**config.mk**
```make
export PLATFORM = sky130hd
export DESIGN_NAME = icache_ctrl
export DESIGN_NICKNAME = d
export VERILOG_FILES = /design/src/hdl/icache_pkg.sv /design/src/hdl/icache_ctrl.sv
export SDC_FILE = /design/constraint.sdc
export NUM_CORES = 1
export LEC_CHECK = 0
export BUFFER_PORTS_ARGS = -buffer_cell sky130_fd_sc_hd__buf_2
export CORE_MARGIN = 2
export CORE_UTILIZATION = 44
export DETAILED_ROUTE_END_ITERATION = 7
export HOLD_SLACK_MARGIN = 0.08
export PLACE_DENSITY = 0.85
export SETUP_SLACK_MARGIN = 0.3
export SYNTH_ARGS = -nofsm -noshare
export SYNTH_HDL_FRONTEND = slang
export SYNTH_SLANG_ARGS = --single-unit
```
**constraint.sdc**
```tcl
create_clock -name clk_i -period 4.8 [get_ports clk_i]
set_input_delay 0.72 -clock clk_i [delete_from_list [all_inputs] [get_ports clk_i]]
set_output_delay 0.72 -clock clk_i [all_outputs]
set_load 0.05 [all_outputs]
```
**src/hdl/icache_pkg.sv**
```systemverilog
// icache package: cache geometry, controller states and the memory return word formats
package icache_pkg;

  ////////////////////
  // geometry
  ////////////////////

  // physical address split as tag | index | offset
  localparam int PADDR_WIDTH  = 16;
  localparam int NUM_WAYS     = 4;
  localparam int WAY_WIDTH    = 2;
  // 16-byte lines
  localparam int OFFSET_WIDTH = 4;
  localparam int INDEX_WIDTH  = 4;
  localparam int NUM_SETS     = 16;
  localparam int TAG_WIDTH    = PADDR_WIDTH - INDEX_WIDTH - OFFSET_WIDTH;
  localparam int LINE_WIDTH   = 128;
  localparam int FETCH_WIDTH  = 32;
  // per-way age, saturates at NUM_WAYS-1
  localparam int AGE_WIDTH    = 2;

  ////////////////////
  // controller states
  ////////////////////

  localparam int          STATE_WIDTH = 2;
  localparam logic [1:0]  ST_FLUSH    = 2'd0;
  localparam logic [1:0]  ST_IDLE     = 2'd1;
  localparam logic [1:0]  ST_READ     = 2'd2;
  localparam logic [1:0]  ST_MISS     = 2'd3;

  ////////////////////
  // memory return
  ////////////////////

  // return type, one bit
  localparam logic RTRN_FILL = 1'b0;
  localparam logic RTRN_INV  = 1'b1;

  // unused upper bits of an invalidation record
  localparam int INV_PAD_WIDTH = LINE_WIDTH - INDEX_WIDTH - WAY_WIDTH - 2;

  // invalidation record, lives in the low bits of the return word
  typedef struct packed {
    logic [INV_PAD_WIDTH-1:0] pad;
    logic [INDEX_WIDTH-1:0]   idx;
    logic [WAY_WIDTH-1:0]     way;
    logic                     one_way;
    logic                     all_ways;
  } inv_req_t;

  // one return word, read as a refill line or as an invalidation
  typedef union packed {
    logic [LINE_WIDTH-1:0] fill;
    inv_req_t              inv;
  } rtrn_word_u;

endpackage

```
**src/hdl/icache_ctrl.sv**
```systemverilog
// icache controller: sequences flush, lookup, miss and refill for the fetch port
`timescale 1ns/1ps

module icache_ctrl (
  input  logic                                clk_i,
  input  logic                                rst_ni,
  input  logic                                flush_i,
  input  logic                                req_i,
  input  logic [icache_pkg::PADDR_WIDTH-1:0]  paddr_i,
  input  logic                                hit_i,
  input  logic                                mem_ack_i,
  input  logic                                rtrn_vld_i,
  input  logic                                rtrn_type_i,
  output logic                                ready_o,
  output logic                                valid_o,
  output logic                                miss_o,
  output logic                                mem_req_o,
  output logic [icache_pkg::PADDR_WIDTH-1:0]  mem_addr_o,
  output logic                                lookup_o,
  output logic                                refill_o,
  output logic                                flush_o,
  output logic [icache_pkg::INDEX_WIDTH-1:0]  flush_set_o,
  output logic                                inv_o,
  output logic [icache_pkg::TAG_WIDTH-1:0]    tag_q_o,
  output logic [icache_pkg::INDEX_WIDTH-1:0]  index_o,
  output logic [icache_pkg::OFFSET_WIDTH-1:0] offset_q_o,
  output logic                                from_fill_o
);

  logic [icache_pkg::STATE_WIDTH-1:0] state_d, state_q;
  // pending flush request
  logic                               flush_d, flush_q;
  logic [icache_pkg::INDEX_WIDTH-1:0] flush_cnt_q;
  logic                               flush_done;
  logic                               fill_rtrn;
  logic [icache_pkg::INDEX_WIDTH-1:0] index_q;

  ////////////////////
  // return decode
  ////////////////////

  // invalidations are handled in any state
  assign inv_o     = rtrn_vld_i && (rtrn_type_i == icache_pkg::RTRN_INV);
  assign fill_rtrn = rtrn_vld_i && (rtrn_type_i == icache_pkg::RTRN_FILL);

  // the array reads the new set on acceptance, else the held one
  assign index_o     = lookup_o ? paddr_i[icache_pkg::OFFSET_WIDTH +: icache_pkg::INDEX_WIDTH]
                                : index_q;
  assign mem_addr_o  = {tag_q_o, index_q, {icache_pkg::OFFSET_WIDTH{1'b0}}};
  // output word comes from the return line unless comparing
  assign from_fill_o = (state_q != icache_pkg::ST_READ);
  assign flush_set_o = flush_cnt_q;
  assign flush_done  = (flush_cnt_q == icache_pkg::INDEX_WIDTH'(icache_pkg::NUM_SETS - 1));

  ////////////////////
  // state machine
  ////////////////////

  always_comb begin
    state_d   = state_q;
    flush_d   = flush_q | flush_i;
    ready_o   = 1'b0;
    valid_o   = 1'b0;
    miss_o    = 1'b0;
    mem_req_o = 1'b0;
    lookup_o  = 1'b0;
    refill_o  = 1'b0;
    flush_o   = 1'b0;

    case (state_q)
      // clear one set per cycle
      icache_pkg::ST_FLUSH: begin
        flush_o = 1'b1;
        if (flush_done) begin
          flush_d = 1'b0;
          state_d = icache_pkg::ST_IDLE;
        end
      end
      // wait for a fetch, pending flush first
      icache_pkg::ST_IDLE: begin
        if (flush_d) begin
          state_d = icache_pkg::ST_FLUSH;
        end else if (!inv_o) begin
          ready_o = 1'b1;
          if (req_i) begin
            lookup_o = 1'b1;
            state_d  = icache_pkg::ST_READ;
          end
        end
      end
      // tag compare on the registered array read
      icache_pkg::ST_READ: begin
        if (hit_i) begin
          valid_o = 1'b1;
          state_d = icache_pkg::ST_IDLE;
          // a pending flush takes the place of the next fetch
          if (flush_d) begin
            state_d = icache_pkg::ST_FLUSH;
          end else if (!inv_o) begin
            ready_o = 1'b1;
            if (req_i) begin
              lookup_o = 1'b1;
              state_d  = icache_pkg::ST_READ;
            end
          end
        end else begin
          // hold the refill request until it is taken
          mem_req_o = 1'b1;
          if (mem_ack_i) begin
            miss_o  = 1'b1;
            state_d = icache_pkg::ST_MISS;
          end
        end
      end
      // wait for the line, skip the write if a flush is pending
      icache_pkg::ST_MISS: begin
        if (fill_rtrn) begin
          valid_o  = 1'b1;
          refill_o = !flush_d;
          state_d  = icache_pkg::ST_IDLE;
        end
      end
      default: begin
        state_d = icache_pkg::ST_FLUSH;
      end
    endcase
  end

  always_ff @(posedge clk_i or negedge rst_ni) begin
    if (!rst_ni) begin
      state_q     <= icache_pkg::ST_FLUSH;
      flush_q     <= 1'b0;
      flush_cnt_q <= '0;
    end else begin
      state_q <= state_d;
      flush_q <= flush_d;
      if (flush_o) begin
        flush_cnt_q <= flush_done ? '0 : flush_cnt_q + 1'b1;
      end
    end
  end

  // accepted fetch address
  always_ff @(posedge clk_i) begin
    if (lookup_o) begin
      tag_q_o    <= paddr_i[icache_pkg::PADDR_WIDTH-1 -: icache_pkg::TAG_WIDTH];
      index_q    <= paddr_i[icache_pkg::OFFSET_WIDTH +: icache_pkg::INDEX_WIDTH];
      offset_q_o <= paddr_i[icache_pkg::OFFSET_WIDTH-1:0];
    end
  end

endmodule

```
==> run metrics <==
status=complete, no violations; initial antenna violation count=0; Finish-stage setup viols=0; Setup TNS=0 ns; initial DRC count=5; met2 wire length=869 microns; Post-Route Skew=0.0008392 ns; CTS Buf Count=3; yosys warns=0; Residual DRC=0; dpl hpwl=1605 microns; Synth top area share=33.61%; first-pass GRT wire length=2794 microns; Async SR Flop Fraction=30.43%; final hold vios=0; clk_lat worst skew=0.29 ns; router iterations before antenna repair=3; post-CTS setup buffer count=0; IO Port Bufs=64; count of cells resized by post-cts repair=0; Die Area=2848 sq um; minimum clock period=2.923 ns; Starting Density=47.56%; Design Power=0.0006754 W; Synth Area in Compound Gates=6.651%; top cells by area, synth=edfxtp_1 (34%), dfrtp_1 (16%), buf_4 (8.4%); power density over the cells=491.2 nW/um^2; vias in the first global route=692; main combinational cell family by area after synthesis=buffers and inverters; Primary FF master, synth=edfxtp_1; Startpoint Class=flop; Via density=4.780; post-synthesis register bit count=23; Diodes inserted=0; DR vias=827; Synth top cells by count=buf_4 (12), edfxtp_1 (12), dfrtp_1 (7); Max-Cap Viols=0; unrepaired setup endpoints after global routing=false; WL final=1910 microns; Net count, final=175; layout cells sized above 1=53.10%; Core Box Area=2255 sq um; dpl ws=2.044 ns; DR WL/cell=11.04 microns; GRT Resource Usage Total=13.53%; Bufs on Longest Clock Path=2; GRT overflow=0; final worst setup slack=1.877 ns; routability cong.=0.8093; Synth-to-Final Area Change=28.24%; mux contribution to synthesized area=8.168%; clk root buf=clkbuf_4; Post-Route M1 WL=804 microns; Clock Pin Slew Worst Setup and Hold Paths=0.11 ns; CTS tree=yes; cells after synthesis=86; number of synthesized flops with an enable pin=12; leak pwr=0.7043 nW; Sink Count=23; number of library cell types mapped by synthesis=27; uppermost routed layer=met4; largest net degree at the start of global routing=14; Peak Freq=342.2 MHz; final worst path period share=60.89%; IO Count=69; Arrival @ worst endpoint=2.20 ns; CP Class=flop to output port; ANT nets after route=0; Simple-Gate Fraction of Synth Area=10.27%; peak supply drop=0.2698 mV; met3 WL=223 microns; Critical Path Fanout Max=13; Hold Buf Count CTS=0; die width=53.37 microns; Synth Area in XOR/XNOR=0.8168%; Die Y=53.37 microns; Synth area leader=edfxtp_1; Hold WC Path Type=primary input to async pin; mapped cell area=1072 sq um; register area share after synthesis=57.41%; Adder-Cell Fraction of Synth Area=5.834%; Max H-tree Level=1; Worst Setup End Kind=output port; row count=17; worst path required time=4.08 ns; syn avg cell area=12.47 sq um; Slew Limit Fails=0
## final cells by class
class / instances / area (sq um)
Inverter: 6 / 22.52
Tap cell: 28 / 35.03
Timing Repair Buffer: 64 / 320.3
Multi-Input combinational cell: 48 / 355.3
Clock buffer: 4 / 26.28
Sequential cell: 23 / 615.6
Fill cell: 207 / 879.6
## metal layers
metal | vias up | GRT usage [%]
met5 | - | 0
met1 | 373 | 16.97
met3 | 2 | 3.672
li1 | 404 | -
met2 | 48 | 22.63
met4 | 0 | 3.846
## metrics by stage
step / utilization [%] / std cells / instance area (sq um) / hold WS, ns
CTS: 60.99 / 173 / 1375 / 0.2360
global placement: 59.82 / 169 / 1349 / 0.4720
detailed placement: 59.82 / 169 / 1349 / 0.4829
floorplan: - / 89 / 1084 / 0.4244
finish: 60.99 / 173 / 1375 / 0.2377
global route: 60.99 / 173 / 1375 / 0.2203
## state kept, by name, indices dropped and copies added (netlist names)
| signal | cells |
|---|---|
| state_q | 2 |
| flush_q | 1 |
| tag_q_o | 8 |
| offset_q_o | 4 |
| flush_set_o | 4 |
| index_q | 4 |
## logic make-up (layout without fill, tap and decap cells)
| family | count (synthesis) | count (layout) |
|---|---|---|
| and+or+nand+nor | 19 | 19 |
| buffers and inverters | 18 | 74 |
| muxes | 8 | 8 |
| adders and majority gates | 5 | 5 |
| DFF | 23 | 23 |
| xor gates and xnor gates | 1 | 1 |
| AOI/OAI and AO/OA | 11 | 11 |
| other | 1 | 4 |
## final timing paths
kind / from / endpoint / slack, ns / cells after the start
worst max-delay path: state_q[0] / lookup_o / 1.88 / 7
worst min-delay path: rst_ni / flush_q / 0.24 / 1
worst max register to register: state_q[0] / tag_q_o[7] / 2.90 / 6
worst min register to register: index_q[2] / index_q[2] / 0.51 / 1
max in group asynchronous: rst_ni / flush_set_o[2] / 4.41 / 1
min in group clk_i: index_q[2] / index_q[2] / 0.51 / 1
## where the power goes
group | internal (W) | switching [W] | leakage [nW] | total, W
Combinational | 0.0000916 | 0.000227 | 0.466 | 0.000319
Sequential | 0.000241 | 0.0000328 | 0.223 | 0.000274
Clock | 0.0000322 | 0.0000504 | 0.0150 | 0.0000827
Total | 0.000365 | 0.000310 | 0.704 | 0.000675
## worst max-delay path, stage by stage, from the launching register on
cell and delay (ns):
dfrtp_1 0.42, inv_1 0.11, ha_1 0.24, a21oi_1 0.08, and4b_1 0.27, nand2_2 0.10
inv_1 0.34, buf_2 0.35
## placed cells by master (no fill, tap or decap), types with 3 or more instances in the layout
master    count
nand2_1       6
nand3_1       3
mux2_2        6
dfrtp_1       7
clkbuf_4      3
inv_1         6
edfxtp_1     12
ha_1          5
conb_1        4
buf_2        64
dfxtp_1       4
a21oi_1       4
(Power assumes the default switching activity.)
