--- src/hdl/icache_pkg.sv ---
// icache package: cache geometry, controller states and the memory return word formats
package icache_pkg;

  ////////////////////
  // geometry
  ////////////////////

  // physical address split as tag | index | offset
  localparam int PADDR_WIDTH  = 16;
  localparam int NUM_WAYS     = 4;
  localparam int WAY_WIDTH    = 2;
  // 16-byte lines
  localparam int OFFSET_WIDTH = 4;
  localparam int INDEX_WIDTH  = 4;
  localparam int NUM_SETS     = 16;
  localparam int TAG_WIDTH    = PADDR_WIDTH - INDEX_WIDTH - OFFSET_WIDTH;
  localparam int LINE_WIDTH   = 128;
  localparam int FETCH_WIDTH  = 32;
  // per-way age, saturates at NUM_WAYS-1
  localparam int AGE_WIDTH    = 2;

  ////////////////////
  // controller states
  ////////////////////

  localparam int          STATE_WIDTH = 2;
  localparam logic [1:0]  ST_FLUSH    = 2'd0;
  localparam logic [1:0]  ST_IDLE     = 2'd1;
  localparam logic [1:0]  ST_READ     = 2'd2;
  localparam logic [1:0]  ST_MISS     = 2'd3;

  ////////////////////
  // memory return
  ////////////////////

  // return type, one bit
  localparam logic RTRN_FILL = 1'b0;
  localparam logic RTRN_INV  = 1'b1;

  // unused upper bits of an invalidation record
  localparam int INV_PAD_WIDTH = LINE_WIDTH - INDEX_WIDTH - WAY_WIDTH - 2;

  // invalidation record, lives in the low bits of the return word
  typedef struct packed {
    logic [INV_PAD_WIDTH-1:0] pad;
    logic [INDEX_WIDTH-1:0]   idx;
    logic [WAY_WIDTH-1:0]     way;
    logic                     one_way;
    logic                     all_ways;
  } inv_req_t;

  // one return word, read as a refill line or as an invalidation
  typedef union packed {
    logic [LINE_WIDTH-1:0] fill;
    inv_req_t              inv;
  } rtrn_word_u;

endpackage

--- src/hdl/icache_hit_select.sv ---
// icache hit select: tag compare, hit way encode and fetch word mux
`timescale 1ns/1ps

module icache_hit_select (
  input  logic [icache_pkg::TAG_WIDTH-1:0]                          tag_i,
  input  logic [icache_pkg::NUM_WAYS-1:0][icache_pkg::TAG_WIDTH-1:0]  tag_rd_i,
  input  logic [icache_pkg::NUM_WAYS-1:0]                           valid_rd_i,
  input  logic [icache_pkg::NUM_WAYS-1:0][icache_pkg::LINE_WIDTH-1:0] line_rd_i,
  input  logic [icache_pkg::OFFSET_WIDTH-1:0]                       offset_i,
  input  logic [icache_pkg::LINE_WIDTH-1:0]                         fill_line_i,
  input  logic                                                      from_fill_i,
  output logic                                                      hit_o,
  output logic [icache_pkg::WAY_WIDTH-1:0]                          hit_way_o,
  output logic [icache_pkg::FETCH_WIDTH-1:0]                        data_o
);

  logic [icache_pkg::NUM_WAYS-1:0]       way_hit;
  // word within the line, low two bits are the byte in the word
  logic [icache_pkg::OFFSET_WIDTH-3:0]   word_sel;
  logic [icache_pkg::LINE_WIDTH-1:0]     hit_line;

  assign word_sel = offset_i[icache_pkg::OFFSET_WIDTH-1:2];

  // compare every valid way, lowest hitting way wins
  always_comb begin
    hit_way_o = '0;
    for (int w = icache_pkg::NUM_WAYS - 1; w >= 0; w--) begin
      way_hit[w] = valid_rd_i[w] && (tag_rd_i[w] == tag_i);
      if (way_hit[w]) begin
        hit_way_o = icache_pkg::WAY_WIDTH'(w);
      end
    end
  end

  // no hit outside the compare cycle
  assign hit_o = (|way_hit) && !from_fill_i;

  ////////////////////
  // word select
  ////////////////////

  // refill returns bypass the arrays
  assign hit_line = from_fill_i ? fill_line_i : line_rd_i[hit_way_o];
  assign data_o   = hit_line[word_sel*icache_pkg::FETCH_WIDTH +: icache_pkg::FETCH_WIDTH];

endmodule

--- config.mk ---
export PLATFORM = sky130hd
export DESIGN_NAME = icache_hit_select
export DESIGN_NICKNAME = d
export VERILOG_FILES = /design/src/hdl/icache_pkg.sv /design/src/hdl/icache_hit_select.sv
export SDC_FILE = /design/constraint.sdc
export NUM_CORES = 1
export LEC_CHECK = 0
export CAP_MARGIN = 20
export CORE_AREA = 2 2 285 287
export DETAILED_ROUTE_END_ITERATION = 12
export DIE_AREA = 0 0 287 289
export DONT_BUFFER_PORTS = 1
export PLACE_DENSITY = 0.3
export RECOVER_POWER = 25
export SETUP_SLACK_MARGIN = 0.3
export SLEW_MARGIN = 20
export SYNTH_ARGS = -nofsm -noshare
export SYNTH_HDL_FRONTEND = slang
export SYNTH_SLANG_ARGS = --single-unit
--- constraint.sdc ---
create_clock -name vclk -period 2.2
set_clock_uncertainty 0.05 [all_clocks]
set_input_delay 0.11 -clock vclk [all_inputs]
set_output_delay 0.11 -clock vclk [all_outputs]
set_load 0.05 [all_outputs]
==> results of run 1 <==
-- metrics by stage --
step,cell area (um2),TNS [ns],hold WS [ns],instances,setup WS (ns)
finish,9509,-9.212,0.5646,1830,-0.3755
detailed placement,7403,-12.43,0.4429,1757,-0.7419
global route,9509,-11.69,0.5476,1830,-0.4657
floorplan,5902,0,0.5797,698,0.1288
CTS,8950,-8.042,0.4392,1808,-0.3519
global placement,7403,-12.10,0.4411,1757,-0.7230
-- layout by cell type (no fill, tap or decap), drive strengths merged --
master	count
nand2b	3
bufbuf	1
nor2	2
nand3	4
nor3	4
nand4	4
nand2	5
a21oi	129
mux2i	256
clkbuf	4
diode	5
or2	2
o21ai	1
o21bai	1
o221ai	128
buf	154
inv	2
nor4	1
and4	32
xnor2	32
-- power by group through the flow --
stage | logic (mW) | clock network, mW | registers (mW)
after floorplan | 0.908 | 0 | 0
after global placement | 1.17 | 0 | 0
after detailed placement | 1.18 | 0 | 0
after CTS | 1.30 | 0 | 0
after global routing | 1.41 | 0.000000304 | 0
final | 1.34 | 0.000000305 | 0
-- per-layer routing --
metal | wire [um] | vias up
met3 | 3236 | 81
met2 | 24250 | 527
met5 | 24 | -
met4 | 1904 | 4
li1 | - | 3028
met1 | 17650 | 3388
-- worst max path at each step --
stage / endpoint / cells past startpoint / from / slack, ns
after floorplan: data_o[31] / 10 / tag_i[6] / 0.13
after global placement: data_o[28] / 12 / tag_i[3] / -0.72
after detailed placement: data_o[28] / 12 / tag_i[0] / -0.74
after CTS: data_o[28] / 13 / tag_i[2] / -0.35
after global routing: data_o[19] / 14 / tag_i[5] / -0.47
final: data_o[19] / 14 / tag_i[0] / -0.38
-- final cells by class --
cell class,count,area [um2]
Fill cell,9191,70390
Antenna cell,5,12.51
Inverter,2,12.51
Timing Repair Buffer,159,2133
Tap cell,1060,1326
Multi-Input combinational cell,604,6025
-- critical path: stages --
cell                       delay, ns
sky130_fd_sc_hd__xnor2_4        0.18
sky130_fd_sc_hd__nand4_4        0.12
sky130_fd_sc_hd__nor3_4         0.24
sky130_fd_sc_hd__buf_4          0.15
sky130_fd_sc_hd__buf_6          0.08
sky130_fd_sc_hd__buf_6          0.09
sky130_fd_sc_hd__o21ai_4        0.06
sky130_fd_sc_hd__or2_4          0.29
sky130_fd_sc_hd__buf_12         0.17
sky130_fd_sc_hd__buf_12         0.15
sky130_fd_sc_hd__buf_6          0.13
sky130_fd_sc_hd__o221ai_4       0.15
sky130_fd_sc_hd__buf_6          0.13
sky130_fd_sc_hd__and4_4         0.33
-- cell families (layout without fill, tap and decap cells) --
logic type	count (synthesis)	after routing	synth area share
AO/OA/AOI/OAI	259	259	0.3082
other	0	5	0
multiplexers	256	256	0.4429
AND/OR/NAND/NOR	57	57	0.07656
buffers and inverters	94	161	0.1200
XOR/XNOR	32	32	0.05234
-- repair_timing --
item	in CTS	in global routing
endpoints found under the setup margin	33	33
cloned	14	5
setup buffers	37	12
pin swaps	50	31
gates resized for setup	145	68
hold buffers	0	0
==> impl_summary.md, run 1 <==
Status
The flow ran to the end, but the final reports show violations. The checks that failed: negative setup slack.

STA
The transition time at the pin with the least slew margin is 0.8708 ns. The final critical delay including setup and external delays is 2.576 ns. In the finished design, the share of the clock period the worst path needs comes to 1.171. The number of max-slew violations in the final report is 0. The worst slew margin relative to its limit is 0.4194. The final worst setup slack is -0.3755 ns.

Setup repair after global routing could not meet its margin everywhere. The final count of hold timing violations came to 0. The highest attainable clock frequency is 0.3883 GHz.

The final-report setup violation count is 32.

Power
The fraction of power consumed by the clock network is 0. The power per cell area is 141.2 nW/um2. The worst-case IR drop observed on VDD is 0.0001521 V. Overall power consumption after layout is estimated at ~1.3 mW. The switching power is 797.4 uW. The fraction of power consumed by sequential logic is 0.

For this design the static power due to leakage is 4.364 nW. The share of total power in combinational logic is 1.000. The switching portion of total power is 0.5940.

The internal power is 545.1 uW.

Worst hold path
The worst hold path was traced through 2 stages. The worst-case hold path end point is hit_o. The min-delay analysis places its worst path in the category in2out. In this run the most critical hold path is launched from from_fill_i.

Detailed routing
The routed layout has 7,028 vias. The vias per cell is 3.840. The count of nets left with antenna violations once routing finished came out at 0.

The total length of routed wires is 47,070 um. After detailed routing, the average wire length per cell comes to 25.72 um. The total iterations of the first detailed-routing run is 5. The number of remaining DRC errors is 0.

The initial DRC count is 314.

Logic synthesis
During synthesis, Yosys emitted a total of 0 warnings. The number of nets in the synthesized netlist is between 1,000 and 1,500. The most numerous cell in the Yosys netlist is sky130_fd_sc_hd__mux2i_1. Yosys attributes the largest share of cell area to sky130_fd_sc_hd__mux2i_1 (44%), sky130_fd_sc_hd__o221ai_1 (19%), sky130_fd_sc_hd__a21oi_1 (11%). The share of synthesized area in the top cell type comes to 0.4429. The synthesized area per cell is 8.289 um2.

The synthesized netlist occupies a cell area of 5786 um2. The proportion of synthesized chip area in sequential cells is 0. The cell count after synthesis came out at roughly 700.

The number of distinct standard cells referenced by the synthesized netlist is 31. The biggest area consumer among synthesized cells is sky130_fd_sc_hd__mux2i_1. By count the netlist is led by sky130_fd_sc_hd__mux2i_1 (256), sky130_fd_sc_hd__a21oi_1 (129), sky130_fd_sc_hd__o221ai_1 (128), sky130_fd_sc_hd__clkbuf_1 (45), sky130_fd_sc_hd__and4_1 (32).

Final layout
Of the cells placed in the final design, the portion with a size suffix greater than 1 is 0.3948. The final layout net count is around 1,500. The area overhead of the layout relative to synthesis is 64.36%. The layout sequential cell count is 0. The area used by sequential logic in the layout is 0 um2. After layout, the clock buffer instance count stands at 0. For this run, the share of the core covered by cells in the final layout is 0.1190.

Critical path
The maximum fanout along the worst path is 8. The endpoint type of the worst setup path is an output pin. The endpoint arrival time on the critical path is 2.42 ns. The startpoint kind of the worst setup timing path is a primary input. The setup path with the least slack is of type in2out. At the worst endpoint, the required time is 2.04 ns.

Floorplan
The floorplan step defined a core boundary enclosing 79,900 um2. In this run the vertical extent of the chip is slightly below 300 um. Measured along the x axis, the die boundary spans around 290 um. The starting density of the core is 0.07241. The floorplan has 104 rows.

The floorplan step defined a die boundary enclosing 82,940 um2. The count of boundary I/O pins is 724.

GRT
The maximum number of pins on one net before global-route repair is 132. The met1 routing resource usage after global routing is 0.1100. The first global-routing pass estimated roughly 56,000 um of wire. The number of global-route vias before repair is 7,248. The total overflow left after global routing is 0.

The initial antenna violation count is 7. The global router's overall resource usage is 0.09580. In this run the most used layer during global routing was met2. For met3 alone, demand over resource in global routing was 0.01535. The routing usage on met2 is 0.1780.

Place
Port buffering added 0 buffers. The weighted congestion at the end of routability-driven global placement is about 0.95. The detailed placer's ending HPWL is between 30,000 and 40,000 um.

Run
The tool flagged a number of max-cap violations equal to 0.
No activity file was read; power rests on OpenSTA's default activity.
==> run 2: changes to the inputs <==
--- a/config.mk
+++ b/config.mk
@@ -10,6 +10,8 @@
 export DETAILED_ROUTE_END_ITERATION = 12
 export DIE_AREA = 0 0 287 289
 export DONT_BUFFER_PORTS = 1
+export GPL_TIMING_DRIVEN = 0
+export MAX_ROUTING_LAYER = met4
 export PLACE_DENSITY = 0.3
 export RECOVER_POWER = 25
 export SETUP_SLACK_MARGIN = 0.3
==> run 2 against run 1 <==
Sequential share of layout area unchanged. Non-clock buffer count is 2 lower. The run still ends with negative setup slack left. Worst setup slack worse by 0.13 ns. Die area stayed put. Cell area is 1.4% higher. Critical endpoint is now data_o[4]. Critical path type unchanged.
==> impl_summary.md, run 2 (same netlist as run 1, synthesis figures left out) <==
Status
The run finished, with violations left. The final reports fail on negative setup slack.

Detailed routing
In the routed layout, each cell is associated on average with a via count of about 4.1. The total length of routed wires is ~65,000 um. In this run the remaining antenna-violating nets after routing total 0.

After detailed routing, the number of remaining DRC violations is 0. The first routing iteration left 450 violations. The total iterations of the first detailed-routing run is 5. The detailed-route wire length per cell is around 35 um.

The detailed router placed 7,504 vias in this run.

Final layout
The final layout net count is 1,454. Leaving out fill and tap cells, the most frequent cell in the layout is sky130_fd_sc_hd__mux2i_1. The sequential cells in the finished layout cover a total of 0 um2. In the layout the commonest cells are sky130_fd_sc_hd__mux2i_1 (210), sky130_fd_sc_hd__a21oi_1 (127), sky130_fd_sc_hd__o221ai_1 (83). From synthesis to final layout, the design area changed by 66.72%. After routing the design area is 9646 um2.

The layout sequential cell count is 0. The layout clock buffer count is 0. After the flow finishes, the layout carries non-filler instances totaling around 1,800. Of the cells placed in the final design, the portion with a size suffix greater than 1 is 0.3919.

Worst hold path
The hold path depth is 3. The path class of the tightest hold or removal check is in2out. The worst hold path startpoint is fill_line_i[63]. The worst hold path terminates at data_o[31].

Place
Summed over all nets, the half-perimeter wirelength after detailed placement is ~52,000 um. The weighted congestion at the end of routability-driven global placement is 0.9144. Once placement finished, the instance area stood at 7295 um2.

During placement, the flow inserted port buffers numbering 0. The cell count after placement is between 1,500 and 2,000.

Power
The fraction of power consumed by sequential logic is 0. Summed over all cells, the static leakage comes to 4.259 nW. The internal power of the cells totals 550.4 uW. The switching power is 1.012 mW. Of the total power, combinational logic draws 1.000. Of the total power, the share spent switching nets is 0.6477. Dividing total power by cell area gives a power density of between 150 and 200 nW/um2. VDD sags by at most between 0.00007 and 0.00008 V. The fraction of power consumed by the clock network is 0.

Floorplan
From bottom edge to top edge, the die measures 289 um. The core area is 79,900 um2. The die is 287 um wide. For this configuration, the core starts out at a cell density of 0.07241.

The count of boundary I/O pins is 724. The number of placement rows is 104. The area of the die is between 80,000 and 90,000 um2.

GRT
The aggregate global routing overflow is 0. The initial antenna violation count is 16. The maximum number of pins on one net before global-route repair is 11. The first global-routing pass estimated 76,910 um of wire. The global router's overall resource usage is 0.1456. The number of global-route vias before repair is 7,862.

Critical path
The type of the worst setup path is in2out. The startpoint kind of the worst setup timing path is a primary input. In this run the worst path has a maximum fanout of 6. STA puts the critical path data required time at between 2 and 2.5 ns. The worst setup path is captured at an output pin. At the worst endpoint, the arrival time is 2.54 ns.

STA
Headroom to the max-slew limit came out at 0.2513. The final count of hold timing violations came to 0. The highest attainable clock frequency is 0.3699 GHz. Dividing the final minimum period by the clock period gives 1.229. Counting I/O delays and the setup requirement, the final critical path takes about 2.7 ns. Setup slack on the critical path of the routed design comes to -0.5035 ns. The transition time at the pin with the least slew margin is between 1 and 1.5 ns.

Setup violations remaining at the end of the flow were counted as 32. Setup repair after global routing could not meet its margin everywhere. The number of max-slew violations in the final report is 0.

Run
The number of max-cap violations is 0.

Clock network
The number of buffers added to fix hold violations after cts is 0.
run 2: worst max-delay path by stage:
stage | slack, ns | from | end
after global placement | -1.97 | tag_i[5] | data_o[25]
after detailed placement | -1.91 | tag_i[5] | data_o[28]
after global routing | -0.59 | tag_i[5] | data_o[28]
after floorplan | 0.13 | tag_i[6] | data_o[31]
after CTS | -0.69 | tag_i[5] | data_o[11]
final | -0.50 | tag_i[5] | data_o[4]
run 2: what timing repair did:
action                     4_1_cts  5_1_grt
setup buffers                   39       17
gates resized for setup        185      144
pin swaps                       56       51
setup endpoints to repair       34       33
gates cloned                     4        3
run 2: routing by layer:
metal | up-vias | track usage | share of wire
li1 | 3050 | - | -
met1 | 3673 | 0.1748 | 0.41
met2 | 661 | 0.2461 | 0.48
met3 | 120 | 0.02134 | 0.067
met4 | 0 | 0.05430 | 0.045
met5 | - | - | 0
run 2: cell type report:
class,instances,area (um2)
Tap cell,1060,1326
Inverter,2,20.02
Multi-Input combinational cell,604,6165
Fill cell,9178,70250
Buffer,92,1145
Timing Repair Buffer,65,957.2
Antenna cell,13,32.53
run 2: worst max-delay path, stage by stage:
cell and delay, ns:
sky130_fd_sc_hd__buf_12 0.12, sky130_fd_sc_hd__buf_4 0.14, sky130_fd_sc_hd__xnor2_2 0.12, sky130_fd_sc_hd__nand4_1 0.17
sky130_fd_sc_hd__nor3_4 0.23, sky130_fd_sc_hd__o21bai_4 0.14, sky130_fd_sc_hd__buf_8 0.17, sky130_fd_sc_hd__buf_12 0.13
sky130_fd_sc_hd__buf_16 0.15, sky130_fd_sc_hd__buf_12 0.15, sky130_fd_sc_hd__buf_12 0.12, sky130_fd_sc_hd__buf_6 0.10
sky130_fd_sc_hd__mux2i_1 0.12, sky130_fd_sc_hd__o221ai_2 0.19, sky130_fd_sc_hd__and4_4 0.36
run 2: metrics by stage:
| step | power [mW] | TNS (ns) | utilization | worst slack [ns] | hold WS [ns] |
|---|---|---|---|---|---|
| after floorplan | 0.9083 | 0 | - | 0.1288 | 0.5797 |
| after global placement | 1.327 | -54.13 | 0.09047 | -1.970 | 0.6037 |
| after detailed placement | 1.350 | -48.91 | 0.09130 | -1.913 | 0.6078 |
| after CTS | 1.479 | -20.25 | 0.1094 | -0.6876 | 0.6007 |
| after global routing | 1.625 | -17.27 | 0.1207 | -0.5882 | 0.6226 |
| final | 1.562 | -14.09 | 0.1207 | -0.5035 | 0.6044 |
run 2: power by group through the flow:
stage / Combinational, mW / Clock [mW] / Sequential, mW
after global routing: 1.62 / 0.000000672 / 0
final: 1.56 / 0.000000248 / 0
after detailed placement: 1.35 / 0 / 0
after CTS: 1.48 / 0 / 0
after global placement: 1.33 / 0 / 0
after floorplan: 0.908 / 0 / 0
